**src/hdl/uart_string_pkg.sv**
```systemverilog
/*
  constants shared by the UART string link
  bit time is fixed at elaboration and kept short for simulation
  strings are MAX_CHARS bytes, character i in bits 8i+7 down to 8i
*/
`default_nettype none

package uart_string_pkg;

	// serial timing, 8N1 only
	localparam int CLKS_PER_BIT = 16;
	localparam int CNT_W        = $clog2(CLKS_PER_BIT);

	// string geometry
	localparam int MAX_CHARS = 128;
	localparam int STR_W     = MAX_CHARS * 8;
	localparam int LEN_W     = 8;                  // holds 0..MAX_CHARS

	// frame delimiter, sent twice at each end
	localparam logic [7:0] FRAME_CHAR = 8'h26;     // '&'

endpackage

`default_nettype wire

```
**src/hdl/frame_tx_fsm.sv**
```systemverilog
/*
  sends &&, tx_length characters, then && through uart_tx
  string and length are latched on tx_req, tx_length must be 1..MAX_CHARS
*/
`timescale 1ns/10ps
`default_nettype none

module frame_tx_fsm (
	input  logic                               sys_clk,
	input  logic                               sys_rst_n,
	input  logic [uart_string_pkg::STR_W-1:0]  tx_string,
	input  logic [uart_string_pkg::LEN_W-1:0]  tx_length,
	input  logic                               tx_req,
	output logic                               tx_busy,
	output logic                               tx_done,
	output logic [7:0]                         byte_data,
	output logic                               byte_req,
	input  logic                               byte_done
);
	import uart_string_pkg::*;

	typedef enum logic [2:0] {
		s_idle, s_start1, s_start2, s_content, s_end1, s_end2, s_finish
	} state_t;

	state_t           state;
	logic [STR_W-1:0] str_q;
	logic [LEN_W-1:0] len_q;
	logic [LEN_W-1:0] idx;        // next character to send
	logic             send;
	logic [7:0]       next_byte;

	assign tx_busy = (state != s_idle);
	assign tx_done = (state == s_finish);

	// a new byte goes out on accept and after every byte but the last '&'
	assign send = (state == s_idle) ? tx_req :
		(byte_done && (state inside {s_start1, s_start2, s_content, s_end1}));

	always_comb begin
		next_byte = FRAME_CHAR;
		if (state == s_start2 || (state == s_content && idx != len_q))
			next_byte = str_q[idx * 8 +: 8];
	end

	always_ff @(posedge sys_clk or negedge sys_rst_n) begin
		if (!sys_rst_n) begin
			state    <= s_idle;
			idx      <= '0;
			byte_req <= 1'b0;
		end else begin
			byte_req <= send;
			case (state)
				s_idle: begin
					idx <= '0;
					if (tx_req)
						state <= s_start1;
				end
				s_start1: if (byte_done) state <= s_start2;
				s_start2:
					if (byte_done) begin
						state <= s_content; // character 0 already queued
						idx   <= idx + 1'b1;
					end
				s_content:
					if (byte_done) begin
						if (idx == len_q)
							state <= s_end1;
						else
							idx <= idx + 1'b1;
					end
				s_end1:   if (byte_done) state <= s_end2;
				s_end2:   if (byte_done) state <= s_finish;
				s_finish: state <= s_idle;
				default:  state <= s_idle;
			endcase
		end
	end

	always_ff @(posedge sys_clk) begin
		if (state == s_idle && tx_req) begin
			str_q <= tx_string;
			len_q <= tx_length;
		end
		if (send)
			byte_data <= next_byte;
	end

	a_len_range: assert property (
		@(posedge sys_clk) disable iff (!sys_rst_n)
		(state == s_idle && tx_req) |-> (tx_length >= 1 && tx_length <= MAX_CHARS)
	);

endmodule

`default_nettype wire

```
**config.mk**
```make
export PLATFORM = sky130hd
export DESIGN_NAME = frame_tx_fsm
export DESIGN_NICKNAME = d
export VERILOG_FILES = /design/src/hdl/uart_string_pkg.sv /design/src/hdl/frame_tx_fsm.sv
export SDC_FILE = /design/constraint.sdc
export NUM_CORES = 1
export LEC_CHECK = 0
export ABC_AREA = 1
export BUFFER_PORTS_ARGS = -buffer_cell sky130_fd_sc_hd__buf_4
export CAP_MARGIN = 20
export CORE_AREA = 3 3 404 406
export CTS_CLUSTER_SIZE = 20
export DETAILED_ROUTE_END_ITERATION = 8
export DIE_AREA = 0 0 407 409
export GPL_ROUTABILITY_DRIVEN = 0
export GPL_TIMING_DRIVEN = 0
export SETUP_SLACK_MARGIN = 0.1
export SYNTH_ARGS = -nofsm -noshare
export SYNTH_HDL_FRONTEND = slang
export SYNTH_SLANG_ARGS = --single-unit
```
**constraint.sdc**
```tcl
create_clock -name sys_clk -period 135 [get_ports sys_clk]
set_clock_uncertainty 0.2 [all_clocks]
set_input_delay 40.5 -clock sys_clk [delete_from_list [all_inputs] [get_ports sys_clk]]
set_output_delay 40.5 -clock sys_clk [all_outputs]
set_load 0.02 [all_outputs]
```
# Yosys cells after proc, flatten, opt, wreduce, memory -nomap -nowiden
# Index checks and enable logic that the tools add are counted.
# Widths: inputs -> output; s select.
# totals
wordCells	47
inputBits	1036
reg_bits	1052
output_inout_bits	11
# classes
n_shift	1
addsub	1
reduce_logical	10
eq_ne	16
muxes	13
# op_table
op	count
$shiftx 1024x12->8	1
$mux 8	3
$pmux 8 s3	1
$mux 3	7
$pmux 3 s6	1
$ne 2x2->1 const B	7
$eq 3x3->1 const B	3
$add 8x1->8 const B	1
$eq 8x8->1	1
$ne 8x8->1	1
$reduce_and 7->1	1
$eq 3x2->1 const B	2
$reduce_bool 3->1	2
$reduce_and 4->1	1
$reduce_bool 4->1	1
$eq 3x1->1 const B	1
$logic_and 1x1->1	3
$logic_not 3->1	1
$ne 2x1->1 const B	1
$logic_or 1x1->1	1
$mux 1	1

# Longest topological paths before layout
# logic_depth
depth_word	4
mapped_depth	15
ltp_nobuf	13

# Least setup slack after synthesis
# OpenSTA, ideal clock, no wires.
# synth_timing
path_kind	input port to flip-flop
from	in tx_req
to	reg byte_data[0] (enable)
cell_stages	4
slack_ps	47668
arrival_time_ps	86723
cell_sequence	inv_1 -> nor2_1 -> inv_1 -> o21ai_0
# synth_via
elab_chain_len	1
# synth_rtl
element	line_no	text
from (decl)	frame_tx_fsm.sv:13	input logic tx_req,
$mux 1	frame_tx_fsm.sv:37	assign send = (state == s_idle) ? tx_req :
via send	frame_tx_fsm.sv:30	logic send;
to (signal assigned)	frame_tx_fsm.sv:86	byte_data <= next_byte;
to (decl)	frame_tx_fsm.sv:16	output logic [7:0] byte_data,
# The timed path passes the listed nets, and every way through them passes these cells.
# A chain may end at the register's enable or synchronous reset.

# Worst setup path after layout
# layout_timing
from	in tx_req
to	reg str_q[714] (enable)
# layout_via
elab_chain_len	1
# layout_rtl
element	line_no	text
$logic_and 1x1->1	frame_tx_fsm.sv:81	if (state == s_idle && tx_req) begin
to (signal assigned)	frame_tx_fsm.sv:82	str_q <= tx_string;
to (decl)	frame_tx_fsm.sv:27	logic [STR_W-1:0] str_q;
# No other way between the ends.

==> impl_metrics.csv <==
group,metric,value,unit
cts,holdBufCountCts,0,
critical_path,crit_fanout,36,
sta,slew_violations,0,
sta,setup_viol,0,
die,ioPinCount,1047,
grt,grt_pass1_vias,32596,
die,start_util,0.2639,
synth,yosysSeqAreaShare,0.7458,
synth,synth_compound_area_frac,0.03051,
synth,async_flop_share,0.01141,
pwr,switching_power,0.4344,mW
synth,synth.area.top_cells,"edfxtp_1, nand2_1, nand3_1",
die,coreArea,160200,um^2
flow_run,cap_violations,0,
route,ant_nets,0,
critical_path,arrival,43310,ps
sta,fin_hold_ws,382.5,ps
cts,cts_num_sinks,1052,
pwr,pwr_density_cell,19.65,nW/um^2
route,routed-wl-met3,21.42,mm
grt,grt_max_degree,39,
route,via_per_inst,4.898,
sta,maxSlewHeadroom,0.2081,
cts,cts_buffer_depth,3,
sta,finalCriticalPeriod,43060,ps
place,dp_hpwl,171.4,mm
cts,cts_tree,"done",
critical_path,critical_path_class,"primary input to flip-flop",
cts,clockRootBuffer,"clkbuf_16",
synth,yosys.area_share.simple,0.1918,
synth,synth.distinct_cells,30,
synth,yosys-top-cells-count,"nand2_1, edfxtp_1, nand3_1, a21oi_1, buf_2",
pwr,power_frac_clock,0.273,
pwr,p_leak,22.67,nW
synth,ys.flop_type,"edfxtp_1",
cts,cts_buffers,117,
final_layout,syn2layout_area_growth,35.55,%
synth,syn_area_per_cell,12.13,um^2
synth,yosysMostFrequentCell,"nand2_1",
pwr,peakVddDrop,0.00001164,V
synth,muxShareOfSynthArea,0.0002664,
final_layout,drive_gt1_frac,0.2988,
route,met2_length,100.9,mm
min_path,hp-class,"flip-flop to flip-flop",
route,wl_met1,83.11,mm
route,wl_per_cell,30.70,um
pwr,pwr-share-seq,0.390,
synth,netlist.area_leader.share,0.7387,
cts,worstSkewPairLatency,770,ps
die,die_w,407,um
grt,grtUsageTotal,0.2473,
sta,tightest_slew,1188,ps
synth,synth_fp_nets,4522,
route,top_layer,"met5",
cts,clk_pin_slew,60,ps
grt,grt_pass1_wl,274.2,mm
status,status,"finished, final reports clean",
cts,htree_levels,3,
pwr,p_int,0.6917,mW
pwr,pwr-share-comb,0.337,
die,rows,147,
route,drt-initial-drc-count,4687,
critical_path,start_kind,"primary input",
synth,ys_seq_elements,1052,
sta,timing.final.hold_violations,0,
synth,yosys.area.top_type,"edfxtp_1",
place,portBuffers,1046,
synth,synth_top_family_by_area,"simple AND/OR/NAND/NOR gates",
route,drc,0,
die,die_area,166500,um^2
cts,postCtsSetupBuffers,0,
synth,netlist_area,42270,um^2
synth,ys_warn_count,0,
die,die_h,409,um
route,drt_pre_antenna_iters,6,
synth,synth_xor_area_frac,0.002486,
route,wirelength,214.6,mm
synth,synth_edf_count,1040,
route,vias,34234,
grt,antenna_found_initial,74,
sta,period_share,0.3190,
sta,fmax,23.22,MHz
critical_path,cp-end-kind,"flip-flop",
final_layout,layout.nets,5724,
cts,cts_resized,0,
synth,syn_inst,3485,
critical_path,crit_required,135240,ps
sta,tns,0,ps
sta,rsz0062_at_grt,"no",
synth,synthAdderAreaFrac,0.0002960,
pwr,p_sw_frac,0.3857,
grt,overflow,0,
state kept, by name (all words and copies together), names as in the netlist:
register and cells:
len_q 8, str_q 1024, idx 8, byte_data 8
state 3, byte_req 1
critical path, cell delays in order:
cell,delay (ps)
buf_4,80
inv_1,50
nor2_4,590
buf_12,280
buf_12,240
buf_12,250
buf_12,240
buf_12,250
buf_12,250
buf_12,250
buf_12,220
layer usage:
layer	track usage	vias up
met4	0.1017	14
met1	0.3137	16858
met2	0.3982	2254
met3	0.06631	388
met5	0	-
li1	-	14720
placed cells by master, fill, tap and decap left out, types with 2 or more instances in the layout:
master / count
nand2_1: 1363
buf_4: 1091
edfxtp_1: 1040
nand3_1: 565
a21oi_1: 139
buf_2: 128
clkbuf_16: 118
clkbuf_1: 58
diode_2: 47
nor2_1: 30
a21boi_0: 30
o211ai_1: 30
buf_12: 29
clkinv_1: 23
clkinv_2: 21
o21ai_0: 14
inv_1: 12
dfrtp_1: 12
buf_1: 10
xor2_1: 8
clkinvlp_4: 7
buf_6: 5
o22ai_1: 5
bufinv_16: 5
buf_16: 5
xnor2_1: 4
o31ai_1: 4
inv_2: 4
inv_6: 4
clkinv_4: 3
nor2_4: 2
nor3_1: 2
clkinv_16: 2
through the flow:
step / worst slack (ps) / utilization / std cells / total power, mW / cell area, um^2
2_1_floorplan: 47670 / - / 3485 / 0.7195 / 42270
3_3_place_gp: 27180 / 0.3298 / 6691 / 0.9684 / 52830
3_5_place_dp: 91170 / 0.3345 / 6728 / 0.8244 / 53590
4_1_cts: 91990 / 0.3570 / 6943 / 1.131 / 57190
5_1_grt: 91830 / 0.3576 / 6985 / 1.168 / 57290
6_report: 91940 / 0.3577 / 6990 / 1.126 / 57300
worst paths after layout:
check / startpoint / end / slack, ps / cells after the start
min reg2reg: state[1] / state[1] / 380 / 1
min in group asynchronous: sys_rst_n / state[2] / 39410 / 1
max reg2reg: state[0] / str_q[714] / 130890 / 11
max: tx_req / str_q[714] / 91940 / 11
min: state[1] / state[1] / 380 / 1
max in group asynchronous: sys_rst_n / byte_req / 94960 / 1
cell families (layout without fill, tap and decap cells):
| kind of cell | after synthesis | in the layout |
|---|---|---|
| other cells | 0 | 47 |
| mux | 1 | 1 |
| flops | 1052 | 1052 |
| fa+ha+maj | 1 | 1 |
| buf+inv | 229 | 1527 |
| xor+xnor | 12 | 12 |
| compound gates | 224 | 224 |
| simple gates | 1966 | 1966 |
power by group through the flow:
| stage | Combinational, mW | Sequential, mW | Clock, mW |
|---|---|---|---|
| 6_report | 0.379 | 0.440 | 0.307 |
| 2_1_floorplan | 0.167 | 0.553 | 0 |
| 3_5_place_dp | 0.379 | 0.446 | 0 |
| 4_1_cts | 0.380 | 0.439 | 0.312 |
| 5_1_grt | 0.401 | 0.443 | 0.324 |
| 3_3_place_gp | 0.363 | 0.605 | 0 |
cell type report:
cell class                 count  area [um^2]
clock inverter                64        524.3
fill                       15833       102900
antenna                       47        117.6
clock buffer                 151         3077
sequential                  1052        31530
multi-input combinational   2204         9533
buffer                       211         1151
inverter                      18        67.56
tap                         2160         2703
timing repair buffer        1083         8601
Power figures use the tool's default switching activity.
