## src/hdl/uart_string_pkg.sv

```systemverilog
/*
  constants shared by the UART string link
  bit time is fixed at elaboration and kept short for simulation
  strings are MAX_CHARS bytes, character i in bits 8i+7 down to 8i
*/
`default_nettype none

package uart_string_pkg;

	// serial timing, 8N1 only
	localparam int CLKS_PER_BIT = 16;
	localparam int CNT_W        = $clog2(CLKS_PER_BIT);

	// string geometry
	localparam int MAX_CHARS = 128;
	localparam int STR_W     = MAX_CHARS * 8;
	localparam int LEN_W     = 8;                  // holds 0..MAX_CHARS

	// frame delimiter, sent twice at each end
	localparam logic [7:0] FRAME_CHAR = 8'h26;     // '&'

endpackage

`default_nettype wire

```

## src/hdl/uart_baud_timer.sv

```systemverilog
/*
  bit-period tick for the serial engines, one tick per CLKS_PER_BIT clocks
  half is taken while run is low and shortens only the first period
*/
`timescale 1ns/10ps
`default_nettype none

module uart_baud_timer (
	input  logic sys_clk,
	input  logic sys_rst_n,
	input  logic run,
	input  logic half,
	output logic tick
);
	import uart_string_pkg::*;

	logic [CNT_W-1:0] cnt;

	// cnt preloads while stopped so the first tick lands on the bit edge
	always_ff @(posedge sys_clk or negedge sys_rst_n) begin
		if (!sys_rst_n) begin
			cnt  <= CNT_W'(1);
			tick <= 1'b0;
		end else if (!run) begin
			cnt  <= half ? CNT_W'(CLKS_PER_BIT / 2 + 1) : CNT_W'(1);
			tick <= 1'b0;
		end else if (cnt == CNT_W'(CLKS_PER_BIT - 1)) begin
			cnt  <= '0;   // wrap, next period is a full bit
			tick <= 1'b1;
		end else begin
			cnt  <= cnt + 1'b1;
			tick <= 1'b0;
		end
	end

	// users only leave their running state on a tick
	a_tick_while_run: assert property (
		@(posedge sys_clk) disable iff (!sys_rst_n) tick |-> run
	);

endmodule

`default_nettype wire

```

## src/hdl/uart_rx.sv

```systemverilog
/*
  8N1 deserializer, samples at mid-bit after a start-bit recheck
  rx_vld pulses at mid-stop only when the stop bit reads high
  no back-pressure, rx_byte is valid in the rx_vld cycle
*/
`timescale 1ns/10ps
`default_nettype none

module uart_rx (
	input  logic       sys_clk,
	input  logic       sys_rst_n,
	input  logic       rxd,
	output logic [7:0] rx_byte,
	output logic       rx_vld
);

	typedef enum logic [1:0] {s_idle, s_start, s_data, s_stop} state_t;

	state_t     state;
	logic       rxd_meta;
	logic       rxd_sync;
	logic       rxd_prev;
	logic [2:0] bit_cnt;
	logic [7:0] shreg;
	logic       tick;
	logic       run;

	assign run = (state != s_idle);

	uart_baud_timer u_timer (
		.sys_clk   (sys_clk),
		.sys_rst_n (sys_rst_n),
		.run       (run),
		.half      (1'b1),   // first tick at mid start bit
		.tick      (tick)
	);

	// two-flop sync plus one more for the edge
	always_ff @(posedge sys_clk or negedge sys_rst_n) begin
		if (!sys_rst_n) begin
			rxd_meta <= 1'b1;
			rxd_sync <= 1'b1;
			rxd_prev <= 1'b1;
		end else begin
			rxd_meta <= rxd;
			rxd_sync <= rxd_meta;
			rxd_prev <= rxd_sync;
		end
	end

	always_ff @(posedge sys_clk or negedge sys_rst_n) begin
		if (!sys_rst_n) begin
			state   <= s_idle;
			bit_cnt <= '0;
			rx_vld  <= 1'b0;
		end else begin
			rx_vld <= 1'b0;
			case (state)
				s_idle:
					if (rxd_prev && !rxd_sync)
						state <= s_start;
				s_start:
					if (tick) begin
						state   <= rxd_sync ? s_idle : s_data; // glitch, not a start
						bit_cnt <= '0;
					end
				s_data:
					if (tick) begin
						bit_cnt <= bit_cnt + 1'b1;
						if (bit_cnt == 3'd7)
							state <= s_stop;
					end
				s_stop:
					if (tick) begin
						state  <= s_idle;
						rx_vld <= rxd_sync; // framing error drops the byte
					end
				default: state <= s_idle;
			endcase
		end
	end

	always_ff @(posedge sys_clk) begin
		if (state == s_data && tick)
			shreg <= {rxd_sync, shreg[7:1]}; // lsb first
		if (state == s_stop && tick)
			rx_byte <= shreg;
	end

endmodule

`default_nettype wire

```

## config.mk

```make
export PLATFORM = sky130hd
export DESIGN_NAME = uart_rx
export DESIGN_NICKNAME = d
export VERILOG_FILES = /design/src/hdl/uart_string_pkg.sv /design/src/hdl/uart_baud_timer.sv /design/src/hdl/uart_rx.sv
export SDC_FILE = /design/constraint.sdc
export NUM_CORES = 1
export LEC_CHECK = 0
export BUFFER_PORTS_ARGS = -buffer_cell sky130_fd_sc_hd__buf_2
export CAP_MARGIN = 10
export CORE_UTILIZATION = 57
export CTS_CLUSTER_SIZE = 20
export DETAILED_ROUTE_END_ITERATION = 7
export HOLD_SLACK_MARGIN = 0.05
export PLACE_DENSITY = 0.76
export SLEW_MARGIN = 20
export SYNTH_ARGS = -nofsm -noshare
export SYNTH_HDL_FRONTEND = slang
export SYNTH_HIERARCHICAL = 1
export SYNTH_SLANG_ARGS = --single-unit
```

## constraint.sdc

```tcl
create_clock -name sys_clk -period 2.1 [get_ports sys_clk]
set_input_delay 0.21 -clock sys_clk [delete_from_list [all_inputs] [get_ports sys_clk]]
set_output_delay 0.21 -clock sys_clk [all_outputs]
set_load 0.05 [all_outputs]
```

# Word-level counts from Yosys, hierarchy flattened
# Index checks and enable logic that the tools add are counted.
[word_totals]
reg_bits = 30
out_inout_bits = 9
word_cells = 47
[op_classes]
addsub = 2
eq_ne = 10
n_mux = 16
n_reduce_logical = 9
[ops]
columns = ["op", "n"]
rows = [
  ["2-to-1 mux 2 bit", 6],
  ["2-to-1 mux 4 bit", 2],
  ["case mux 2 bit (4 select lines)", 1],
  ["2-to-1 mux 3 bit", 2],
  ["inequality test 2 x 1 -> 1 bit (second input constant)", 3],
  ["case mux 3 bit (2 select lines)", 1],
  ["AND reduction 5 bit", 1],
  ["adder 4 x 1 -> 4 bit (second input constant)", 1],
  ["equality test 2 bit (second input constant)", 2],
  ["equality test 4 bit (second input constant)", 1],
  ["2-to-1 mux 1 bit", 4],
  ["inequality test 2 bit (second input constant)", 2],
  ["nonzero test 2 bit", 2],
  ["adder 3 x 1 -> 3 bit (second input constant)", 1],
  ["equality test 3 bit (second input constant)", 1],
  ["logical AND 1 bit", 3],
  ["AND reduction 3 bit", 1],
  ["equality test 2 x 1 -> 1 bit (second input constant)", 1],
  ["logical NOT 2 bit", 1],
  ["logical NOT 1 bit", 1],
]

# Logic depth before layout (Yosys ltp)
[depth]
depth_word = 4
ltp_mapped = 4

# Hierarchy
# The synthesis kept the hierarchy.
[by_module_without_submodules]
columns = ["mod", "instances", "cells_each", "area_per_inst_um2", "seq_area_each_um2"]
rows = [
  ["uart_rx", 1, 50, 915.9, 709.4],
  ["uart_baud_timer", 1, 17, 209.0, 126.4],
]

# Worst setup path before layout
# Ideal clock, no wire load.
[synth_path]
path_type = "register to register"
startpoint = "reg bit_cnt[0]"
endpoint = "reg bit_cnt[2]"
setup_ns = 0.124
arrival_time_ns = 1.203
slack_ns = 0.773
stages_incl_launch_ff = 5
n_path_buf = 0
path_cell_list = "dfrtp_1 ha_1 ha_1 and4b_1 a211o_1"
[synth_via]
elab_chain_len = 3
[synth_lines]
columns = ["element", "line", "rtl"]
rows = [
  ["start: declaration", "uart_rx.sv:23", "logic [2:0] bit_cnt;"],
  ["start signal: assignment", "uart_rx.sv:69", "bit_cnt <= bit_cnt + 1'b1;"],
  ["adder 3 x 1 -> 3 bit", "uart_rx.sv:69", ""],
  ["2-to-1 mux 3 bit", "uart_rx.sv:68", "if (tick) begin"],
  ["case mux 3 bit (2 select lines)", "uart_rx.sv:58", "case (state)"],
]
# Every way passes these cells. The select of a mux whose other input is x is not followed.
# A chain may end at the register's enable or synchronous reset.

# Worst setup path after layout
# Same ends and word-level chain as after synthesis.

==> impl_metrics.yaml <==
clocking:
  cts_sinks: 30
  htree_levels: 2
  path_clk_slew_ns: 0.09
  cts_setup_buffers: 0
  clockBufferDepth: 2
  cts_root_buffer: "clkbuf_4"
  ctsResizeCount: 0
  cts_tree: "built"
  cts_buffers: 5
  insertion_delay_ns: 0.31
global_routing:
  track_usage: 0.166
  antenna_found_initial: 0
  grt_pass1_wl_um: 2300
  grt_overflow: 0
  grt_max_degree: 15
  grt_pass1_vias: 552
logic_synthesis:
  syn-cell-area_mm2: 0.00112
  yosysSeqAreaShare: 0.743
  synth_cells: 67
  avgSynthCellArea_um2: 16.8
  synth_cell_types: 27
  synth_seq_cells: 30
  synth_fp_nets: 73
  synth_warnings: 6
detailed_routing:
  wl_per_cell_um: 13.5
  via_per_inst: 5.38
  drtIter0Drc: 4
  final_antenna_net_count: 0
  dr.pass1.iters: 4
  wirelength_um: 1500
  vias: 597
  drc_errors: 0
placement:
  gp_congestion: 0.707
  hpwlAfterDp_um: 960
  placed_cell_area_mm2: 0.00119
  pre_cts_ws_ns: 0.717
  dp_cells: 101
  io_buffer_count: 11
floorplanning:
  die-area_mm2: 0.00215
  die_h_um: 46.4
  die_w_um: 46.4
  ios: 12
  core_mm2: 0.00178
  placementRows: 15
  start_util: 0.631
worst_hold_path:
  hp-class: "in2async"
worst_setup_path:
  required_ns: 2.30
  worstSetupEndpointType: "flop"
  start_kind: "flop"
  worstReg2RegEnd: "bit_cnt[2]"
  critPathCapture: "bit_cnt[2]"
  critPathLaunch: "bit_cnt[0]"
  arrival_ns: 1.59
  worstSetupPathType: "reg2reg"
  timing.rr.start: "bit_cnt[0]"
  reg2reg_slack_ns: 0.71
  worst-r2r-cell-count: 4
  cp_max_fo: 4
pwr:
  p_leak_nw: 0.575
  peakVddDrop_mv: 0.818
  power.density_mw_per_mm2: 1240
finish:
  syn2layout_area_growth_pct: 16.5
  drive_gt1_frac: 0.326
  num_antenna_cells: 0
  fin_area_mm2: 0.00131
  instances_no_fill: 111
  final_nets: 91
flow_run:
  drv_cap: 0
sta:
  min_period_ns: 1.39
  finClkSkew_ns: 0.00662
  hold_violations: 0
  timing.fmax_mhz: 717
  totalNegativeSetupSlack_ns: 0
  hold_ws_ns: 0.319
  setup_slack_ns: 0.706
  finalCritPeriodShare: 0.664
  grt_setup_unrepaired: "no"
  drv_slew: 0
  setup_viol: 0
outcome:
  outcome: "complete, no violations"
critical path, stage by stage (launching register included):
cell and delay [ns]:
dfrtp_1 0.41, ha_1 0.21, ha_1 0.26, and4b_1 0.19, a211o_1 0.21
kinds of logic (layout without fill, tap and decap cells):
logic type / Yosys count / in the layout / share of synthesized area
and+or+nand+nor: 19 / 19 / 0.125
other: 1 / 1 / 0.00333
xor gates and xnor gates: 1 / 1 / 0.00779
muxes: 1 / 1 / 0.0100
buffers and inverters: 3 / 22 / 0.0234
AOI/OAI and AO/OA: 9 / 9 / 0.0545
DFF: 30 / 30 / 0.743
adders and majority gates: 3 / 3 / 0.0334
through the flow:
stage | power [W] | util
after floorplan | 0.00106 | -
after global placement | 0.00107 | 0.667
after detailed placement | 0.00109 | 0.667
after CTS | 0.00164 | 0.735
after global routing | 0.00171 | 0.735
final | 0.00162 | 0.735
cells in the final DEF, fill, tap and decap left out, types with 2 or more instances in the layout:
| master | instances |
|---|---|
| buf_2 | 11 |
| nor2_1 | 2 |
| and2_1 | 3 |
| edfxtp_1 | 16 |
| clkbuf_4 | 5 |
| dlygate4sd3_1 | 2 |
| a211o_1 | 3 |
| ha_1 | 3 |
| dfrtp_1 | 10 |
| a21oi_1 | 2 |
| dfstp_2 | 4 |
| o21ai_1 | 2 |
| bufinv_16 | 2 |
| and3_1 | 4 |
layer usage:
layer	global-route usage	share of wire	vias up	wire [um]
li1	-	-	289	-
met1	0.189	0.44	292	665
met2	0.269	0.51	14	762
met3	0.0588	0.037	2	56
met4	0.0882	0.011	0	16
met5	0	0	-	0
worst min-delay path by stage:
| stage | startpoint | end | slack, ns | cells past startpoint |
|---|---|---|---|---|
| global placement | sys_rst_n | u_timer/cnt[2] | 0.11 | 1 |
| floorplan | sys_rst_n | asynchronous set/reset pin | -0.09 | 0 |
| detailed placement | sys_rst_n | u_timer/cnt[2] | 0.12 | 1 |
| finish | sys_rst_n | u_timer/cnt[2] | 0.32 | 2 |
| CTS | sys_rst_n | u_timer/cnt[2] | 0.32 | 2 |
| global route | sys_rst_n | u_timer/cnt[3] | 0.34 | 2 |
synthesized netlist by cell type, drive strengths merged:
library cell	instances	area [um^2]
xor2	1	8.76
buf	2	22.5
and3b	1	10.0
edfxtp	16	480
nand4b	1	8.76
and2	3	18.8
inv	1	3.75
dfrtp	10	250
and3	5	32.5
conb	1	3.75
a211o	3	26.3
or2	1	6.26
a31oi	1	6.26
and4	1	11.3
and4b	2	21.3
nor3b	1	7.51
dfstp	4	105
mux2	1	11.3
nor2	2	7.51
a21oi	2	10.0
and4bb	1	12.5
ha	3	37.5
nand2	1	3.75
o31a	1	8.76
o21ai	2	10.0
report_power, final:
group          leakage (nW)  total [W]  switching [W]  internal (W)
registers             0.312   0.000831       0.000110      0.000721
logic                 0.211   0.000246       0.000112      0.000133
clock network        0.0528   0.000547       0.000180      0.000367
total                 0.575    0.00162       0.000402       0.00122
sequential cells by signal (all words and copies together) (netlist names), named ones only:
register	flops
u_timer/cnt	4
rxd_sync	1
rxd_meta	1
rx_vld	1
rxd_prev	1
state	1
bit_cnt	3
rx_byte	8
shreg	8
u_timer/tick	1
area by class of cell:
class | instances | area [um^2]
clock buffers | 5 | 37.5
clock inverters | 3 | 63.8
fillers | 118 | 473
inverters | 1 | 3.75
multi-input cells | 34 | 263
flip-flops and latches | 30 | 836
well taps | 25 | 31.3
repair buffers | 13 | 75.1
timing repair:
action | in CTS | in global routing
setup endpoints to repair | 0 | 0
hold endpoints to repair | 11 | 0
hold buffers | 2 | 0
Power figures use the tool's default switching activity.
