`config.mk`:
```
export PLATFORM = sky130hd
export DESIGN_NAME = frame_rx_fsm
export DESIGN_NICKNAME = d
export VERILOG_FILES = /design/src/hdl/uart_string_pkg.sv /design/src/hdl/frame_rx_fsm.sv
export SDC_FILE = /design/constraint.sdc
export NUM_CORES = 2
export LEC_CHECK = 0
export BUFFER_PORTS_ARGS = -buffer_cell sky130_fd_sc_hd__buf_2
export CAP_MARGIN = 20
export CORE_MARGIN = 5
export CORE_UTILIZATION = 30
export DETAILED_ROUTE_END_ITERATION = 12
export PLACE_DENSITY = 0.47
export REMOVE_ABC_BUFFERS = 1
export SYNTH_ARGS = -nofsm -noshare
export SYNTH_HDL_FRONTEND = slang
export SYNTH_SLANG_ARGS = --single-unit
```
`constraint.sdc`:
```
create_clock -name sys_clk -period 5.05 [get_ports sys_clk]
set_input_delay 0.505 -clock sys_clk [delete_from_list [all_inputs] [get_ports sys_clk]]
set_output_delay 0.505 -clock sys_clk [all_outputs]
set_load 0.01 [all_outputs]
```
`src/hdl/uart_string_pkg.sv`:
```
/*
  constants shared by the UART string link
  bit time is fixed at elaboration and kept short for simulation
  strings are MAX_CHARS bytes, character i in bits 8i+7 down to 8i
*/
`default_nettype none

package uart_string_pkg;

	// serial timing, 8N1 only
	localparam int CLKS_PER_BIT = 16;
	localparam int CNT_W        = $clog2(CLKS_PER_BIT);

	// string geometry
	localparam int MAX_CHARS = 128;
	localparam int STR_W     = MAX_CHARS * 8;
	localparam int LEN_W     = 8;                  // holds 0..MAX_CHARS

	// frame delimiter, sent twice at each end
	localparam logic [7:0] FRAME_CHAR = 8'h26;     // '&'

endpackage

`default_nettype wire

```
`src/hdl/frame_rx_fsm.sv`:
```
/*
  finds &&content&& in the byte stream and packs content into rx_string
  a lone '&' inside content is kept, characters past MAX_CHARS are dropped
  rx_length updates at rx_done, rx_string is written as bytes arrive
*/
`timescale 1ns/10ps
`default_nettype none

module frame_rx_fsm (
	input  logic                               sys_clk,
	input  logic                               sys_rst_n,
	input  logic [7:0]                         rx_byte,
	input  logic                               rx_vld,
	output logic [uart_string_pkg::STR_W-1:0]  rx_string,
	output logic [uart_string_pkg::LEN_W-1:0]  rx_length,
	output logic                               rx_busy,
	output logic                               rx_done
);
	import uart_string_pkg::*;

	typedef enum logic [2:0] {s_idle, s_start1, s_content, s_end1, s_finish} state_t;

	state_t           state;
	logic [LEN_W-1:0] wr_len;     // characters stored in this frame
	logic [LEN_W-1:0] nxt_len;
	logic             is_amp;

	assign is_amp  = (rx_byte == FRAME_CHAR);
	assign nxt_len = wr_len + 1'b1;
	assign rx_busy = (state != s_idle);
	assign rx_done = (state == s_finish);

	always_ff @(posedge sys_clk or negedge sys_rst_n) begin
		if (!sys_rst_n) begin
			state <= s_idle;
		end else begin
			case (state)
				s_idle:    if (rx_vld && is_amp) state <= s_start1;
				s_start1:  if (rx_vld) state <= is_amp ? s_content : s_idle;
				s_content: if (rx_vld && is_amp) state <= s_end1;
				s_end1:    if (rx_vld) state <= is_amp ? s_finish : s_content;
				s_finish:  state <= s_idle;
				default:   state <= s_idle;
			endcase
		end
	end

	always_ff @(posedge sys_clk or negedge sys_rst_n) begin
		if (!sys_rst_n) begin
			wr_len    <= '0;
			rx_length <= '0;
			rx_string <= '0;
		end else if (rx_vld) begin
			case (state)
				s_start1:
					if (is_amp)
						wr_len <= '0; // frame opens
				s_content:
					if (!is_amp && wr_len < MAX_CHARS) begin
						rx_string[wr_len * 8 +: 8] <= rx_byte;
						wr_len <= nxt_len;
					end
				s_end1:
					if (is_amp) begin
						rx_length <= wr_len;
					end else begin
						// lone '&' was content after all
						if (wr_len < MAX_CHARS)
							rx_string[wr_len * 8 +: 8] <= FRAME_CHAR;
						if (nxt_len < MAX_CHARS)
							rx_string[nxt_len * 8 +: 8] <= rx_byte;
						wr_len <= (nxt_len < MAX_CHARS) ? nxt_len + 1'b1 : LEN_W'(MAX_CHARS);
					end
				default: ;
			endcase
		end
	end

	a_len_max: assert property (
		@(posedge sys_clk) disable iff (!sys_rst_n) rx_length <= MAX_CHARS
	);

endmodule

`default_nettype wire

```
# [After elaboration in Yosys (flattened, before gate mapping)]
# Index checks and enable logic that the tools add are counted.
[totals] word_cells=61 ff_bits=1043 out_inout_bits=1034 in_bits=11
[op_classes] n_shift=5 addsub=4 n_eq_ne=12 mux=23 order_cmp=2 reduce_logical=11
[op_table] op="$mux W1024" n=7
[op_table] op="$bwmux W1024" n=3
[op_table] op="$pmux W1024 S2" n=1
[op_table] op="$shift A8 B34 Y1024 const A" n=2
[op_table] op="$shiftx A8 B34 Y1024" n=2
[op_table] op="$shiftx A8 B34 Y1024 const A" n=1
[op_table] op="$neg A11 Y34" n=2
[op_table] op="$mux W8" n=4
[op_table] op="$pmux W8 S3" n=1
[op_table] op="$add A8 B1 Y8 const B" n=2
[op_table] op="$lt A8 B8 Y1 const B" n=2
[op_table] op="$mux W3" n=5
[op_table] op="$ne A2 B2 Y1 const B" n=7
[op_table] op="$pmux W3 S4" n=1
[op_table] op="$eq A8 B6 Y1 const B" n=1
[op_table] op="$reduce_and A4 Y1" n=2
[op_table] op="$eq A3 B2 Y1 const B" n=2
[op_table] op="$reduce_bool A3 Y1" n=2
[op_table] op="$reduce_and A5 Y1" n=1
[op_table] op="$eq A3 B1 Y1 const B" n=1
[op_table] op="$eq A3 B3 Y1 const B" n=1
[op_table] op="$logic_not A3 Y1" n=1
[op_table] op="$reduce_and A3 Y1" n=1
[op_table] op="$logic_and A1 B1 Y1" n=2
[op_table] op="3 further kinds" n=3

# [Depth between registers and ports, before layout]
[logic_depth] depth_word=11 ltp_mapped=22 mapped_depth_nobuf=14

# [Least setup slack after synthesis]
# Ideal clock, no wire load.
[synth_path] kind="register to register" from="reg wr_len[1]" to="reg rx_string[722] (netlist name)" required_time_ns=4.914 setup_slack_ns=0.198 stages_incl_launch_ff=20 n_path_buf=7 arrival_time_ns=4.716 setup_time_ns=0.136 synth_period_minus_slack_ns=4.852 cell_sequence="dfrtp_1 buf_2 buf_2 nand2_1 clkbuf_1 o31ai_1 nand2_1 inv_2 buf_2 buf_2 clkbuf_1 buf_1 ha_1 inv_1 nor3_2 o21ai_1 a2111oi_1 o31ai_1 a221oi_1 o21ai_0"
[synth_via] elab_chain_cells=11 elab_cells_between_ends=24 cone_classes="3 x add/sub; 2 x order compare; 1 x eq/ne; 5 x shift; 11 x mux; 2 x reduce/logical"
[synth_rtl] item="from (decl)" line="frame_rx_fsm.sv:24" text="logic [LEN_W-1:0] wr_len;"
[synth_rtl] item="from (signal assigned)" line="frame_rx_fsm.sv:61" text="wr_len <= nxt_len;"
[synth_rtl] item="from (signal assigned)" line="frame_rx_fsm.sv:72" text="wr_len <= (nxt_len < MAX_CHARS) ? nxt_len + 1'b1 : LEN_W'(MAX_CHARS);"
[synth_rtl] item="parallel branches: the longest is 11 deep, another holds $neg A11 Y34"
[synth_rtl] item="to (signal, indexed assignment)" line="frame_rx_fsm.sv:60" text="rx_string[wr_len * 8 +: 8] <= rx_byte;"
[synth_rtl] item="to (signal, indexed assignment)" line="frame_rx_fsm.sv:71" text="rx_string[nxt_len * 8 +: 8] <= rx_byte;"
[synth_rtl] item="to (decl)" line="frame_rx_fsm.sv:14" text="output logic [uart_string_pkg::STR_W-1:0] rx_string,"
# Several ways; the timed one is not identified. The select of a mux whose other input is x is not followed.
# A chain may end at the register's enable or synchronous reset.

# [Worst setup path in the final report]
[layout_path] from="reg wr_len[0]" to="reg rx_string[974] (netlist name)"
# Same word-level chain as after synthesis.

==> flow_summary.json <==
{
  "required_ns": 5.73,
  "synth_seq_cells": 1043,
  "worst_slew_pin_slew_ns": 1.32,
  "antenna_found_initial": 98,
  "layout.nets": 9730,
  "drt_iter0_drc": 15900,
  "io_pins": 1045,
  "syn-instance-count": 8011,
  "drv_slew": 0,
  "firstDrtPassIters": 7,
  "clock_path_buffers": 3,
  "grtUsageTotal_pct": 51.5,
  "rows": 170,
  "synth.most_common_cell": "dfrtp_1",
  "status": "finished, violations left",
  "post-dp-hpwl_um": 458000,
  "timing.fmax_ghz": 0.194,
  "min_path_type": "in2reg",
  "p_leak_nw": 37.3,
  "ys_warn_count": 0,
  "synth_area_um2": 64900,
  "synth_edf_count": 0,
  "drt_wl_total_um": 609000,
  "synthFlopType": "dfrtp_1",
  "fin_crit_sh_pct": 102,
  "failed_checks": "negative setup slack",
  "setup_violations": 20,
  "criticalPathCategory": "reg2reg",
  "endpoint_kind": "flip-flop",
  "coreArea_um2": 215000,
  "rsz0062_at_grt": "false",
  "tns_ns": -0.716,
  "grt_max_degree": 155,
  "grt_first_pass_wirelength_um": 788000,
  "ant_nets": 0,
  "place.gp.congestion": 1.10,
  "synth_top_area_cell": "dfrtp_1",
  "die-area_um2": 226000,
  "start_util_pct": 30.2,
  "worst_setup_path_start_kind": "flip-flop",
  "gr-total-overflow": 0,
  "clk_latency_ns": 0.86,
  "synth-seq-area-share_pct": 40.2,
  "maxCapViolations": 0,
  "htreeDepth": 4,
  "area_growth_pct": 33.1,
  "power_w": 0.0218,
  "drive_above_1_share_pct": 26.9,
  "r2r.worst_path.cells": 13,
  "die_h_um": 475,
  "async_flop_share_pct": 100,
  "peakVddDrop_v": 0.000344,
  "final_util_pct": 40.2,
  "fillers": 22300,
  "syn_area_per_cell_um2": 8.10,
  "numPortBuffers": 1044,
  "avgRoutedWirePerCell_um": 47.9,
  "cts_tree": "yes",
  "hold_path_depth": 6,
  "clock-sinks": 1043,
  "synth_top_cell_area_share_pct": 40.2,
  "worstReg2RegStart": "wr_len[0]",
  "post-place-ws_ns": -0.132,
  "worstHoldStart": "rx_byte[3]",
  "path_clk_slew_ns": 0.06,
  "cp_max_fo": 18,
  "dieWidth_um": 475,
  "yosysUniqueCellTypes": 98,
  "regToRegSetupSlack_ns": -0.10,
  "hold_viol_final": 0,
  "reg2reg_to": "rx_string[974]",
  "slew_headroom_pct": 11.9,
  "drc": 0,
  "powerDensity_nw_per_um2": 252,
  "grt_pass1_vias": 82000,
  "holdPathEnd": "state[0]",
  "root_buffer": "clkbuf_16",
  "clock_skew_ns": 0.0248,
  "post_drt_via_cell_ratio": 7.05,
  "cts_inserted_buffers": 139,
  "synth_area_leaders": "dfrtp_1 40%, o21ai_0 6.4%, a21oi_1 5.5%, nand2_1 5.2%, nor2_1 4.4%",
  "post-route-min-period_ns": 5.15,
  "fin_ws_ns": -0.101,
  "vias": 89600,
  "arrival_ns": 5.83,
  "netlist_top_cells_count": "1043 x dfrtp_1, 902 x nand2_1, 825 x o21ai_0"
}
==> logic make-up after synthesis <==
logic type	Yosys count	synth area share, %
AND/OR/NAND/NOR	2963	21.0
multiplexers	106	1.73
adder cells (fa/ha/maj)	8	0.154
buffers and inverters	696	4.19
XOR/XNOR	15	0.214
flip-flops	1043	40.2
AO/OA/AOI/OAI	3180	32.5
==> registers in the layout (all words and copies together) (netlist names) <==
| signal | cells |
|---|---|
| rx_length | 8 |
| wr_len | 8 |
| rx_string | 1024 |
| state | 3 |
==> power breakdown <==
part / switching, W / internal [W]
registers: 0.000117 / 0.00843
logic: 0.00177 / 0.000444
clock network: 0.00445 / 0.00657
total: 0.00633 / 0.0154
==> cell type report <==
cell class / count / area [um^2] / share of cell area (%)
repair buffers: 2187 / 14800 / 17.1
multi-input cells: 6272 / 36700 / 42.4
clock buffers: 199 / 4180 / 4.84
clock inverters: 51 / 722 / 0.836
flip-flops and latches: 1043 / 26100 / 30.2
inverters: 68 / 256 / 0.297
well taps: 2838 / 3550 / 4.11
diodes: 61 / 153 / 0.177
==> worst max-delay path, cell delays in order (launching register included) <==
cell	delay, ns
dfrtp_1	0.54
ha_1	0.39
buf_12	0.21
xnor2_1	0.13
buf_4	0.20
xor2_2	0.81
o41ai_4	0.27
buf_4	0.34
nor3_1	0.69
o21ai_0	0.55
buf_4	0.36
and3_1	0.18
o21ai_0	0.16
o311ai_0	0.15
==> timing repair <==
item | in CTS | in global routing
hold buffers | 2 | 0
pin swaps | 0 | 1
endpoints found under the setup margin | 4 | 74
resized for setup | 2 | 10
hold endpoints to repair | 40 | 0
setup buffers | 0 | 3
==> placed cells by master, fill, tap and decap left out, types with 57 or more instances in the layout <==
cell / synthesis / routed
a22o_1: 75 / 75
diode_2: 0 / 61
mux2i_1: 57 / 57
dfrtp_1: 1043 / 1042
o221ai_1: 72 / 72
o211ai_1: 77 / 77
o31ai_1: 119 / 119
a21o_1: 74 / 74
buf_2: 84 / 1043
nor3_1: 420 / 405
a32oi_1: 69 / 68
nand3_1: 348 / 348
buf_12: 0 / 72
a22oi_1: 164 / 163
clkbuf_16: 0 / 147
nand2_1: 902 / 894
buf_4: 1 / 1062
a21oi_1: 708 / 695
a221o_1: 213 / 213
nor4_1: 120 / 118
nand4_1: 97 / 97
a31oi_1: 180 / 179
and2_1: 66 / 70
o22ai_1: 67 / 67
inv_1: 66 / 66
o21ai_0: 825 / 813
nor2_1: 768 / 749
==> metal layers <==
metal,vias up,GRT usage (%),share of wire [%]
met1,44900,65.0,37
li1,34100,-,-
met5,-,0.640,0.10
met2,8410,69.8,39
met3,2144,20.1,14
met4,66,40.2,9.5
==> stage by stage <==
stage | instances | hold slack [ns] | cell area [um^2]
6_report | 12700 | 0.314 | 86400
5_1_grt | 12700 | 0.315 | 86300
4_1_cts | 12700 | 0.255 | 86100
3_5_place_dp | 12400 | 0.450 | 81200
3_3_place_gp | 12400 | 0.453 | 81100
2_1_floorplan | 7383 | 0.209 | 62400
==> worst max path at each step <==
stage,from,end,slack [ns],depth (start not counted)
after global placement,wr_len[5],rx_string[96],-0.26,14
after detailed placement,wr_len[0],rx_string[96],-0.13,14
after floorplan,state[2],rx_string[745],-19.38,7
final,wr_len[0],rx_string[974],-0.10,13
after global routing,wr_len[0],rx_string[371],0.008,11
after CTS,wr_len[0],rx_string[330],0.05,11
(Power assumes the default switching activity.)
