File: config.mk
export PLATFORM = sky130hd
export DESIGN_NAME = uart_tx
export DESIGN_NICKNAME = d
export VERILOG_FILES = /design/src/hdl/uart_string_pkg.sv /design/src/hdl/uart_baud_timer.sv /design/src/hdl/uart_tx.sv
export SDC_FILE = /design/constraint.sdc
export NUM_CORES = 1
export LEC_CHECK = 0
export BUFFER_PORTS_ARGS = -buffer_cell sky130_fd_sc_hd__buf_2
export CORE_MARGIN = 2
export CORE_UTILIZATION = 48
export CTS_CLUSTER_SIZE = 16
export DETAILED_ROUTE_END_ITERATION = 10
export GPL_TIMING_DRIVEN = 0
export PLACE_DENSITY = 0.69
export SYNTH_ARGS = -nofsm -noshare
export SYNTH_HDL_FRONTEND = slang
export SYNTH_SLANG_ARGS = --single-unit
File: constraint.sdc
create_clock -name sys_clk -period 1.4 [get_ports sys_clk]
set_clock_uncertainty 0.2 [all_clocks]
set_input_delay 0.28 -clock sys_clk [delete_from_list [all_inputs] [get_ports sys_clk]]
set_output_delay 0.28 -clock sys_clk [all_outputs]
set_load 0.01 [all_outputs]
File: src/hdl/uart_string_pkg.sv
/*
  constants shared by the UART string link
  bit time is fixed at elaboration and kept short for simulation
  strings are MAX_CHARS bytes, character i in bits 8i+7 down to 8i
*/
`default_nettype none

package uart_string_pkg;

	// serial timing, 8N1 only
	localparam int CLKS_PER_BIT = 16;
	localparam int CNT_W        = $clog2(CLKS_PER_BIT);

	// string geometry
	localparam int MAX_CHARS = 128;
	localparam int STR_W     = MAX_CHARS * 8;
	localparam int LEN_W     = 8;                  // holds 0..MAX_CHARS

	// frame delimiter, sent twice at each end
	localparam logic [7:0] FRAME_CHAR = 8'h26;     // '&'

endpackage

`default_nettype wire

File: src/hdl/uart_baud_timer.sv
/*
  bit-period tick for the serial engines, one tick per CLKS_PER_BIT clocks
  half is taken while run is low and shortens only the first period
*/
`timescale 1ns/10ps
`default_nettype none

module uart_baud_timer (
	input  logic sys_clk,
	input  logic sys_rst_n,
	input  logic run,
	input  logic half,
	output logic tick
);
	import uart_string_pkg::*;

	logic [CNT_W-1:0] cnt;

	// cnt preloads while stopped so the first tick lands on the bit edge
	always_ff @(posedge sys_clk or negedge sys_rst_n) begin
		if (!sys_rst_n) begin
			cnt  <= CNT_W'(1);
			tick <= 1'b0;
		end else if (!run) begin
			cnt  <= half ? CNT_W'(CLKS_PER_BIT / 2 + 1) : CNT_W'(1);
			tick <= 1'b0;
		end else if (cnt == CNT_W'(CLKS_PER_BIT - 1)) begin
			cnt  <= '0;   // wrap, next period is a full bit
			tick <= 1'b1;
		end else begin
			cnt  <= cnt + 1'b1;
			tick <= 1'b0;
		end
	end

	// users only leave their running state on a tick
	a_tick_while_run: assert property (
		@(posedge sys_clk) disable iff (!sys_rst_n) tick |-> run
	);

endmodule

`default_nettype wire

File: src/hdl/uart_tx.sv
/*
  8N1 serializer, LSB first, line idles high
  byte_req is taken only while idle, byte_done comes 10 bit times later
*/
`timescale 1ns/10ps
`default_nettype none

module uart_tx (
	input  logic       sys_clk,
	input  logic       sys_rst_n,
	input  logic [7:0] byte_data,
	input  logic       byte_req,
	output logic       txd,
	output logic       byte_done
);

	logic       busy;
	logic [3:0] bit_cnt;   // bits finished, 0 = start bit on the line
	logic [8:0] shreg;     // data then stop
	logic       tick;

	uart_baud_timer u_timer (
		.sys_clk   (sys_clk),
		.sys_rst_n (sys_rst_n),
		.run       (busy),
		.half      (1'b0),
		.tick      (tick)
	);

	always_ff @(posedge sys_clk or negedge sys_rst_n) begin
		if (!sys_rst_n) begin
			busy      <= 1'b0;
			bit_cnt   <= '0;
			txd       <= 1'b1;
			byte_done <= 1'b0;
		end else begin
			byte_done <= 1'b0;
			if (!busy) begin
				if (byte_req) begin
					busy    <= 1'b1;
					bit_cnt <= '0;
					txd     <= 1'b0; // start bit
				end
			end else if (tick) begin
				if (bit_cnt == 4'd9) begin
					busy      <= 1'b0; // end of stop bit
					byte_done <= 1'b1;
					txd       <= 1'b1;
				end else begin
					bit_cnt <= bit_cnt + 1'b1;
					txd     <= shreg[0];
				end
			end
		end
	end

	always_ff @(posedge sys_clk) begin
		if (!busy && byte_req)
			shreg <= {1'b1, byte_data};
		else if (busy && tick)
			shreg <= {1'b1, shreg[8:1]};
	end

	a_req_when_idle: assert property (
		@(posedge sys_clk) disable iff (!sys_rst_n) byte_req |-> !busy
	);

endmodule

`default_nettype wire

# Word-level counts from Yosys, hierarchy flattened
# Index checks and enable logic that the tools add are counted.
[totals] wordCells=41 regBits=20
[classes] eq_ne=4 reduce_logical=7 addsub=2 muxes=21
[ops] operator="4-bit two-way mux" n=6
[ops] operator="8-bit two-way mux" n=2
[ops] operator="1-bit two-way mux" n=13
[ops] operator="4-bit by 1-bit adder with 4-bit output, second input constant" n=2
[ops] operator="4-bit == test, second input constant" n=2
[ops] operator="2-bit nonzero test" n=2
[ops] operator="3-bit AND reduction" n=1
[ops] operator="1-bit logical AND" n=2
[ops] operator="2-bit by 1-bit != test with 1-bit output, second input constant" n=1
[ops] operator="2-bit != test, second input constant" n=1
[ops] operator="2-bit AND reduction" n=1
[ops] operator="1-bit logical NOT" n=1

# Logic depth before layout (Yosys ltp)
# Gate-level depths: netlist (run 1).
[depth] ltp_word=4 depth_mapped=5

# Modules after synthesis
# Synthesis (run 1) repeated with hierarchy kept, for this count alone.
[unflattened] hier_cells=77 hier_area_um2=945.9
[by_module_without_submodules] mod="uart_tx" area_per_inst_um2=737.0 cells_per_inst=60 n_inst=1 seq_area_each_um2=416.6
[by_module_without_submodules] mod="uart_baud_timer" area_per_inst_um2=209.0 cells_per_inst=17 n_inst=1 seq_area_each_um2=126.4

# Worst setup path after synthesis (run 1)
# Ideal clock, no wire load.
[synth_path] kind="reg2reg" start="register busy" end="register shreg[0] (enable)" required_time_ns=0.871 path_stages_with_launch=5 path_buffers=2 t_arrival_ns=0.960 slack_ns=-0.088 setup_ns=0.329 cell_sequence="dfrtp_1 > buf_6 > nand2b_4 > buf_6 > nand2_1"
[synth_via] elab_chain_cells=3
[synth_rtl] element="start, declared" line="uart_tx.sv:17" text="logic busy;"
[synth_rtl] element="start signal, assigned" line="uart_tx.sv:32" text="busy <= 1'b0;"
[synth_rtl] element="start signal, assigned" line="uart_tx.sv:40" text="busy <= 1'b1;"
[synth_rtl] element="start signal, assigned" line="uart_tx.sv:46" text="busy <= 1'b0;"
[synth_rtl] element="1-bit logical NOT"
[synth_rtl] element="1-bit logical AND" line="uart_tx.sv:58" text="if (!busy && byte_req)"
[synth_rtl] element="2-bit nonzero test (no line) *"
[synth_rtl] element="end signal, assigned" line="uart_tx.sv:59" text="shreg <= {1'b1, byte_data};"
[synth_rtl] element="end signal, assigned" line="uart_tx.sv:61" text="shreg <= {1'b1, shreg[8:1]};"
[synth_rtl] element="end, declared" line="uart_tx.sv:19" text="logic [8:0] shreg;"
# Mark *: on every way between the ends. The rest lies on a longest branch, timed or not.
# A chain may end at the register's enable or synchronous reset.

# Worst setup path after layout (run 1)
[layout_path] start="register busy" end="register shreg[6] (enable)"
# The elaborated chain is that of the path after synthesis.

==> metrics.md, run 1 <==
| Metric | Value |
|---|---|
| Clock transition at path regs | 100 ps |
| Clock tree from TritonCTS | yes |
| Hold Violations, Final | 0 |
| Average via count per standard cell | 5.276 |
| Power after layout | 1881 uW |
| Area delta synth->final | 31.21% |
| Number of nets with antenna violations after routing | 0 |
| Fin crit period | 1430 ps |
| Die boundary width | 47.35 um |
| Ant. Diodes | 0 |
| FF+latch count, synth | 20 |
| Critical Path Sink Type | flip-flop |
| Clock network latency to the later pin of the worst-skew pair | 300 ps |
| Distinct cells, synth | 28 |
| Worst Hold Launch | byte_data[7] |
| Global-route congestion overflow total | 0 |
| Setup CP Type | reg2reg |
| CP Launch Type | flip-flop |
| Die Area | 2242 um2 |
| Maximum number of pins on one net before global-route repair | 13 |
| Die Ht | 47.35 um |
| Met1 Resource Use GR | 22.98% |
| Final slew viol count | 0 |
| Violations in the final reports | negative setup slack |
| End of the worst register-to-register path | shreg[6] |
| Met2 track utilization from global routing | 26.49% |
| Cells after Synth | 80 |
| Max cap viols | 0 |
| Via total after detailed routing | 670 |
| Worst Path Required | 1220 ps |
| Cell row count | 15 |
| Register area share after synthesis | 60.19% |
| Highest ir drop seen on vdd | 1166 uV |
| Total DRC errors in the routed layout | 0 |
| HPWL after detailed placement | 1042 um |
| I/O pin cnt | 13 |
| Outcome | finished, violations left |
| Met3 layer usage reported by global route | 3.462% |
| Setup repair after global routing missed its margin | yes |
| Number of antenna violations at the first check in global routing | 0 |
| Portion of the clock cycle consumed by the worst path in the final layout | 102.2% |
| Max Buffers Root-to-Sink | 2 |
| Final critical-path setup slack | -30.10 ps |
| Worst Tran Pin Value | 312.7 ps |
| Number of levels the H-tree was split into | 1 |
| FMAX | 699.3 MHz |
| Post-route worst hold slack | 35.34 ps |
| Via count of the first global-routing pass | 563 |
| Final routed wire length divided by cell count | 14.53 um |
| Total Routed Length | 1845 um |
| Setup slack of the most critical reg-to-reg path | -30 ps |
| Final weighted congestion in routability-driven placement | 0.7738 |
| Cts bufs inserted | 3 |
| DRC marker count from the first detailed-route iteration | 5 |
| Arrival time at the worst endpoint | 1250 ps |
| Mapped Area | 902.1 um2 |
| Max Fanout on Critical Path | 8 |
| R2R Path Start | busy |
| Core area | 1745 um2 |
| Pre-Repair DR Iteration Count | 4 |
| WHS Path Cells | 2 |
| Buffer cell driving the clock tree root | sky130_fd_sc_hd__clkbuf_4 |
| Initial core utilization | 51.68% |
| Most crowded layer after global routing | met2 |
| Worst-case headroom to the max-slew limit | 79.10% |
| Hold Crit Endpoint | shreg[7] |
| Global-route usage over all layers | 17.39% |
| CTS Sinks | 20 |
| Leakage power figure | 0.0005287 uW |
| Layout filler cell count | 123 |
| Final setup violation count | 10 |
| Net count after synthesis | 94 |
| Proportion of layout cells with a drive suffix above 1 | 45.10% |
| Number of cells on the worst reg-to-reg path | 4 |
| Nets@finish | 117 |
| Port bufs | 12 |
| Type of the worst min-delay path | in2reg |
| Wire length of the first global-routing pass | 2566 um |
| Pwr Density | 1589 nW/um2 |
| Average cell area after synthesis | 11.28 um2 |
| Synthesis Warnings | 0 |
## report_power, final
group          switching (uW)  internal [uW]  total, uW
Sequential                173            812        985
Combinational             258            354        612
Clock                     173            111        284
## state kept, by name, indices dropped and copies added, names as in the netlist
name          flops
shreg             8
bit_cnt           4
u_timer.cnt       4
busy              1
byte_done         1
txd               1
u_timer.tick      1
## how the worst max path moves through the flow
stage | start | slack (ps) | to | cells after the start
floorplan | busy | 40 | shreg[0] | 4
global placement | busy | -30 | shreg[7] | 4
detailed placement | bit_cnt[0] | -50 | bit_cnt[0] | 4
CTS | txd | -40 | txd | 1
global route | bit_cnt[1] | -70 | bit_cnt[1] | 5
finish | busy | -30 | shreg[6] | 4
## cell type report
| class | instances | area, um2 | share of cell area [%] |
|---|---|---|---|
| inverter | 2 | 7.507 | 0.6342 |
| timing repair buffer | 19 | 138.9 | 11.73 |
| buffer | 2 | 26.28 | 2.220 |
| clock buffer | 4 | 26.28 | 2.220 |
| sequential | 20 | 543.0 | 45.88 |
| multi-input combinational | 55 | 410.4 | 34.67 |
| tap | 25 | 31.28 | 2.643 |
## metal layers
layer | up-vias | routed length [um]
li1 | 317 | -
met1 | 334 | 742
met2 | 13 | 1004
met3 | 6 | 42
met4 | 0 | 55
met5 | - | 0
## critical path, stage by stage (launching register included)
cell,delay (ps)
sky130_fd_sc_hd__dfrtp_1,400
sky130_fd_sc_hd__buf_6,130
sky130_fd_sc_hd__nand2b_4,170
sky130_fd_sc_hd__buf_8,160
sky130_fd_sc_hd__nand2_8,90
## synth_stat cells
cell type / count / share of area [%]
sky130_fd_sc_hd__a2bb2oi_1: 1 / 0.97
sky130_fd_sc_hd__nand2_1: 26 / 11
sky130_fd_sc_hd__nor2_1: 3 / 1.2
sky130_fd_sc_hd__nand2b_1: 1 / 0.69
sky130_fd_sc_hd__clkbuf_2: 1 / 0.55
sky130_fd_sc_hd__xor2_1: 1 / 0.97
sky130_fd_sc_hd__nand2b_4: 1 / 1.5
sky130_fd_sc_hd__and2b_2: 1 / 0.97
sky130_fd_sc_hd__nand4b_1: 1 / 0.97
sky130_fd_sc_hd__o21ai_0: 1 / 0.55
sky130_fd_sc_hd__o211ai_1: 1 / 0.83
sky130_fd_sc_hd__mux2i_1: 2 / 2.2
sky130_fd_sc_hd__buf_6: 2 / 2.5
sky130_fd_sc_hd__a21oi_1: 1 / 0.55
sky130_fd_sc_hd__and4_2: 1 / 1.1
sky130_fd_sc_hd__and2_2: 2 / 1.7
sky130_fd_sc_hd__nand3_1: 3 / 1.7
sky130_fd_sc_hd__nand3b_1: 1 / 0.83
sky130_fd_sc_hd__inv_1: 2 / 0.83
sky130_fd_sc_hd__a21boi_0: 1 / 0.83
sky130_fd_sc_hd__edfxtp_1: 8 / 27
sky130_fd_sc_hd__dfrtp_1: 10 / 28
sky130_fd_sc_hd__a211oi_1: 1 / 0.83
sky130_fd_sc_hd__o31ai_1: 1 / 0.83
sky130_fd_sc_hd__ha_1: 3 / 4.2
sky130_fd_sc_hd__a31o_2: 1 / 0.97
sky130_fd_sc_hd__nand2_2: 1 / 0.69
sky130_fd_sc_hd__dfstp_2: 2 / 5.8
## kinds of logic (layout without fill, tap and decap cells)
kind of cell               after synthesis  count (layout)  synth area share [%]
xor gates and xnor gates                 1               1                0.9711
adders and majority gates                3               3                 4.161
muxes                                    2               2                 2.219
DFF                                     20              20                 60.19
buffers and inverters                    5              27                 3.883
AOI/OAI and AO/OA                        8               8                 6.381
and+or+nand+nor                         41              41                 22.19
## cells in the final DEF (no fill, tap or decap), types with 2 or more instances in the layout
cell,Yosys,final
sky130_fd_sc_hd__nand3_1,3,2
sky130_fd_sc_hd__nand2_4,0,5
sky130_fd_sc_hd__nand2_1,26,15
sky130_fd_sc_hd__edfxtp_1,8,8
sky130_fd_sc_hd__nand2_2,1,6
sky130_fd_sc_hd__inv_1,2,2
sky130_fd_sc_hd__buf_6,2,2
sky130_fd_sc_hd__dfrtp_1,10,10
sky130_fd_sc_hd__and2_2,2,2
sky130_fd_sc_hd__buf_4,0,5
sky130_fd_sc_hd__buf_2,0,11
sky130_fd_sc_hd__nor2_1,3,3
sky130_fd_sc_hd__clkbuf_4,0,3
sky130_fd_sc_hd__mux2i_1,2,2
sky130_fd_sc_hd__dfstp_2,2,2
## per-stage QoR
stage          TNS [ps]  area [um2]  util [%]  setup slack [ps]  cells
2_1_floorplan         0       909.6         -             44.61     80
3_3_place_gp     -234.1        1001     57.35            -27.03    117
3_5_place_dp     -381.5        1001     57.35            -49.77    117
4_1_cts          -200.5        1065     61.00            -39.53    123
5_1_grt          -873.8        1184     67.81            -74.95    127
6_report         -206.8        1184     67.81            -30.10    127
## repair_timing
action                                 4_1_cts  5_1_grt
buffers inserted                             1        4
hold buffers                                 1        0
resized for setup                            3       19
pin swaps                                    0       15
endpoints found under the hold margin       12        0
setup endpoints to repair                   13       22
gates cloned                                 0        1
No activity file was read; power rests on OpenSTA's default activity.
==> run 2, diff against run 1 <==
CORE_UTILIZATION = 54   (was 48)
PLACE_DENSITY = 0.76   (was 0.69)
clock period = 1.5 ns   (was 1.4 ns; I/O delays follow)
==> metrics.md, run 2 (synthesized netlist as in run 1, its figures left out) <==
| Metric | Value |
|---|---|
| Via count of the first global-routing pass | 533 (-5.3%) |
| Global-route congestion overflow total | 0 (unchanged) |
| Portion of total power attributed to combinational logic | 26.3% (-6.3 points) |
| Met3 layer usage reported by global route | 3.600% (+0.14 points) |
| Average via count per standard cell | 5.195 (-1.5%) |
| Registers with the most flip-flops | shreg: 8 flops, bit_cnt: 4 flops, u_timer.cnt: 4 flops |
| Fin crit period | 1457 ps |
| Wire length of the first global-routing pass | 2256 um (-12%) |
| Final setup violation count | 0 (-10) |
| Worst Path Required | 1000 ps (-220 ps) |
| Post-CTS Setup Bufs | 0 (-1) |
| Ant. Diodes | 0 (unchanged) |
| Net switching power | 473.0 uW (-22%) |
| Most common cell after layout, fill and taps aside | sky130_fd_sc_hd__nand2_1 |
| FMAX | 686.1 MHz |
| CP max-delay cell | sky130_fd_sc_hd__dfstp_2 |
| Share of total power consumed by net switching | 30.52% (-1.6 points) |
| FF/Latch Area | 544.3 um2 (+0.23%) |
| Power after layout | 1550 uW (-18%) |
| Commonest cells after routing, fill and taps aside | sky130_fd_sc_hd__nand2_1 (25), sky130_fd_sc_hd__buf_2 (12), sky130_fd_sc_hd__dfrtp_1 (9) |
| Leakage power figure | 0.0004881 uW (-7.7%) |
| Nets@finish | 112 (-4.3%) |
| I/O pin cnt | 13 (unchanged) |
| Hold Violations, Final | 0 (unchanged) |
| Final slew viol count | 0 (unchanged) |
| Clock tree from TritonCTS | yes |
| Max Buffers Root-to-Sink | 2 (unchanged) |
| Instance count after placement with tap cells included | 108 (-7.7%) |
| Area delta synth->final | 14.42% |
| Number of nets with antenna violations after routing | 0 (unchanged) |
| Final non-filler cell total | 113 (-11%) |
| WHS Path Cells | 2 (unchanged) |
| Final weighted congestion in routability-driven placement | 0.8404 (+8.6%) |
| Global-route usage over all layers | 15.83% (-1.6 points) |
| Cts bufs inserted | 3 (unchanged) |
| Max Fanout on Critical Path | 2 (-6) |
| Multi-input gate area | 336.6 um2 (-18%) |
| Reg power frac | 57.2% (+4.8 points) |
| Buffer cell driving the clock tree root | sky130_fd_sc_hd__clkbuf_4 |
| Pre-Repair DR Iteration Count | 5 (+1) |
| Via total after detailed routing | 587 (-12%) |
| Die Area | 2013 um2 (-10%) |
| Die boundary width | 44.87 um (-5.2%) |
| Port bufs | 12 (unchanged) |
| Category of cells accounting for the largest share of critical-path delay | flip-flops |
| Type of the worst min-delay path | in2reg |
| CP Launch Type | flip-flop |
| Proportion of layout cells with a drive suffix above 1 | 30.93% (-14 points) |
| Max cap viols | 0 (unchanged) |
| Worst-case headroom to the max-slew limit | 82.48% (+3.4 points) |
| Number of antenna violations at the first check in global routing | 0 (unchanged) |
| Max reg flops | 8 (unchanged) |
| Total DRC errors in the routed layout | 0 (unchanged) |
| Number of cells on the worst reg-to-reg path | 4 (unchanged) |
| Pwr Density | 1501 nW/um2 (-5.5%) |
| Portion of the clock cycle consumed by the worst path in the final layout | 97.16% |
| Worst Tran Pin Value | 262.8 ps (-49.92 ps) |
| Met2 track utilization from global routing | 23.77% (-2.7 points) |
| Count of cell instances traversed by the critical path | 1 (-3) |
| Cell row count | 14 (-1) |
| Total buffers and inverters traversed by the critical path | 1 (-1) |
| Number of levels the H-tree was split into | 1 (unchanged) |
| Register with the most flip-flops | shreg |
| Outcome | finished clean |
| Total Routed Length | 1373 um (-26%) |
| Worst path cell trace | buf_2 |
| Clock network latency to the later pin of the worst-skew pair | 300 ps (about the same) |
| HPWL after detailed placement | 986.5 um (-5.3%) |
| Die Ht | 44.87 um (-5.2%) |
| Maximum number of pins on one net before global-route repair | 13 (unchanged) |
| Final routed wire length divided by cell count | 12.15 um (-16%) |
| Clock transition at path regs | 110 ps (about the same) |
| Clock power share | 16.4% (+1.3 points) |
| Cell-internal power | 1077 uW (-16%) |
| Setup CP Type | reg2out |
| Highest ir drop seen on vdd | 1039 uV (-11%) |
| Post-route worst hold slack | 51.90 ps (+16.56 ps) |
| Met1 Resource Use GR | 22.13% (-0.85 points) |
| CTS Sinks | 20 (unchanged) |
| Layout filler cell count | 124 (+0.81%) |
| Critical Path Sink Type | output pin |
| Arrival time at the worst endpoint | 960 ps (-290 ps) |
| Core area | 1541 um2 (-12%) |
| Most crowded layer after global routing | met2 |
| Delay of the slowest cell on the worst path | 540 ps (+140 ps) |
| Initial core utilization | 58.52% (+6.8 points) |
| Sum of negative setup slack | 0 ps (+206.8 ps) |
| DRC marker count from the first detailed-route iteration | 4 (-1) |
-- run 2: changes by cell type in the layout (fill, tap and decap cells not counted), sizes merged --
cell | before | now
buf | 19 | 14
clkbuf | 5 | 4
clkinv | 0 | 1
-- run 2: final cells by class --
class                   instances  share of cell area [%]
flip-flops and latches         20                   52.73
multi-input cells              55                   32.61
well taps                      16                   1.939
clock buffers                   3                   2.182
repair buffers                 13                   6.788
plain buffers                   3                   2.667
inverters                       2                  0.7273
clock inverters                 1                  0.3636
-- run 2: metrics by stage --
| stage | cell area (um2) | worst slack, ps | utilization [%] |
|---|---|---|---|
| detailed placement | 982.2 | -124.9 | 63.72 |
| global route | 1032 | -15.36 | 66.96 |
| global placement | 982.2 | -120.5 | 63.72 |
| floorplan | 902.1 | 11.63 | - |
| finish | 1032 | 42.55 | 66.96 |
| CTS | 1026 | 32.71 | 66.56 |
-- run 2: layer usage --
metal | wire length (um) | up-vias
met3 | 48 | 4
met4 | 26 | 0
li1 | - | 306
met2 | 608 | 9
met1 | 690 | 268
met5 | 0 | -
-- run 2: final timing paths --
path                                   start  slack, ps        endpoint
worst max-delay path                     txd         40             txd
worst min-delay path            byte_data[7]         50        shreg[7]
worst max register to register          busy         70        shreg[6]
worst min register to register           txd        270             txd
max in group asynchronous          sys_rst_n        640  u_timer.cnt[0]
min in group asynchronous          sys_rst_n        190      bit_cnt[0]
-- run 2: repair_timing --
item                                    in CTS  in global routing
endpoints found under the setup margin       8                  3
endpoints found under the hold margin       12                  0
hold buffers                                 1                  0
gates resized for setup                      2                  2
-- run 2: power groups by stage --
stage | Sequential, uW | Clock (uW) | Combinational [uW]
after floorplan | 872 | 0 | 311
after global routing | 907 | 283 | 474
after global placement | 888 | 0 | 384
final | 887 | 255 | 408
after CTS | 884 | 261 | 409
after detailed placement | 893 | 0 | 404
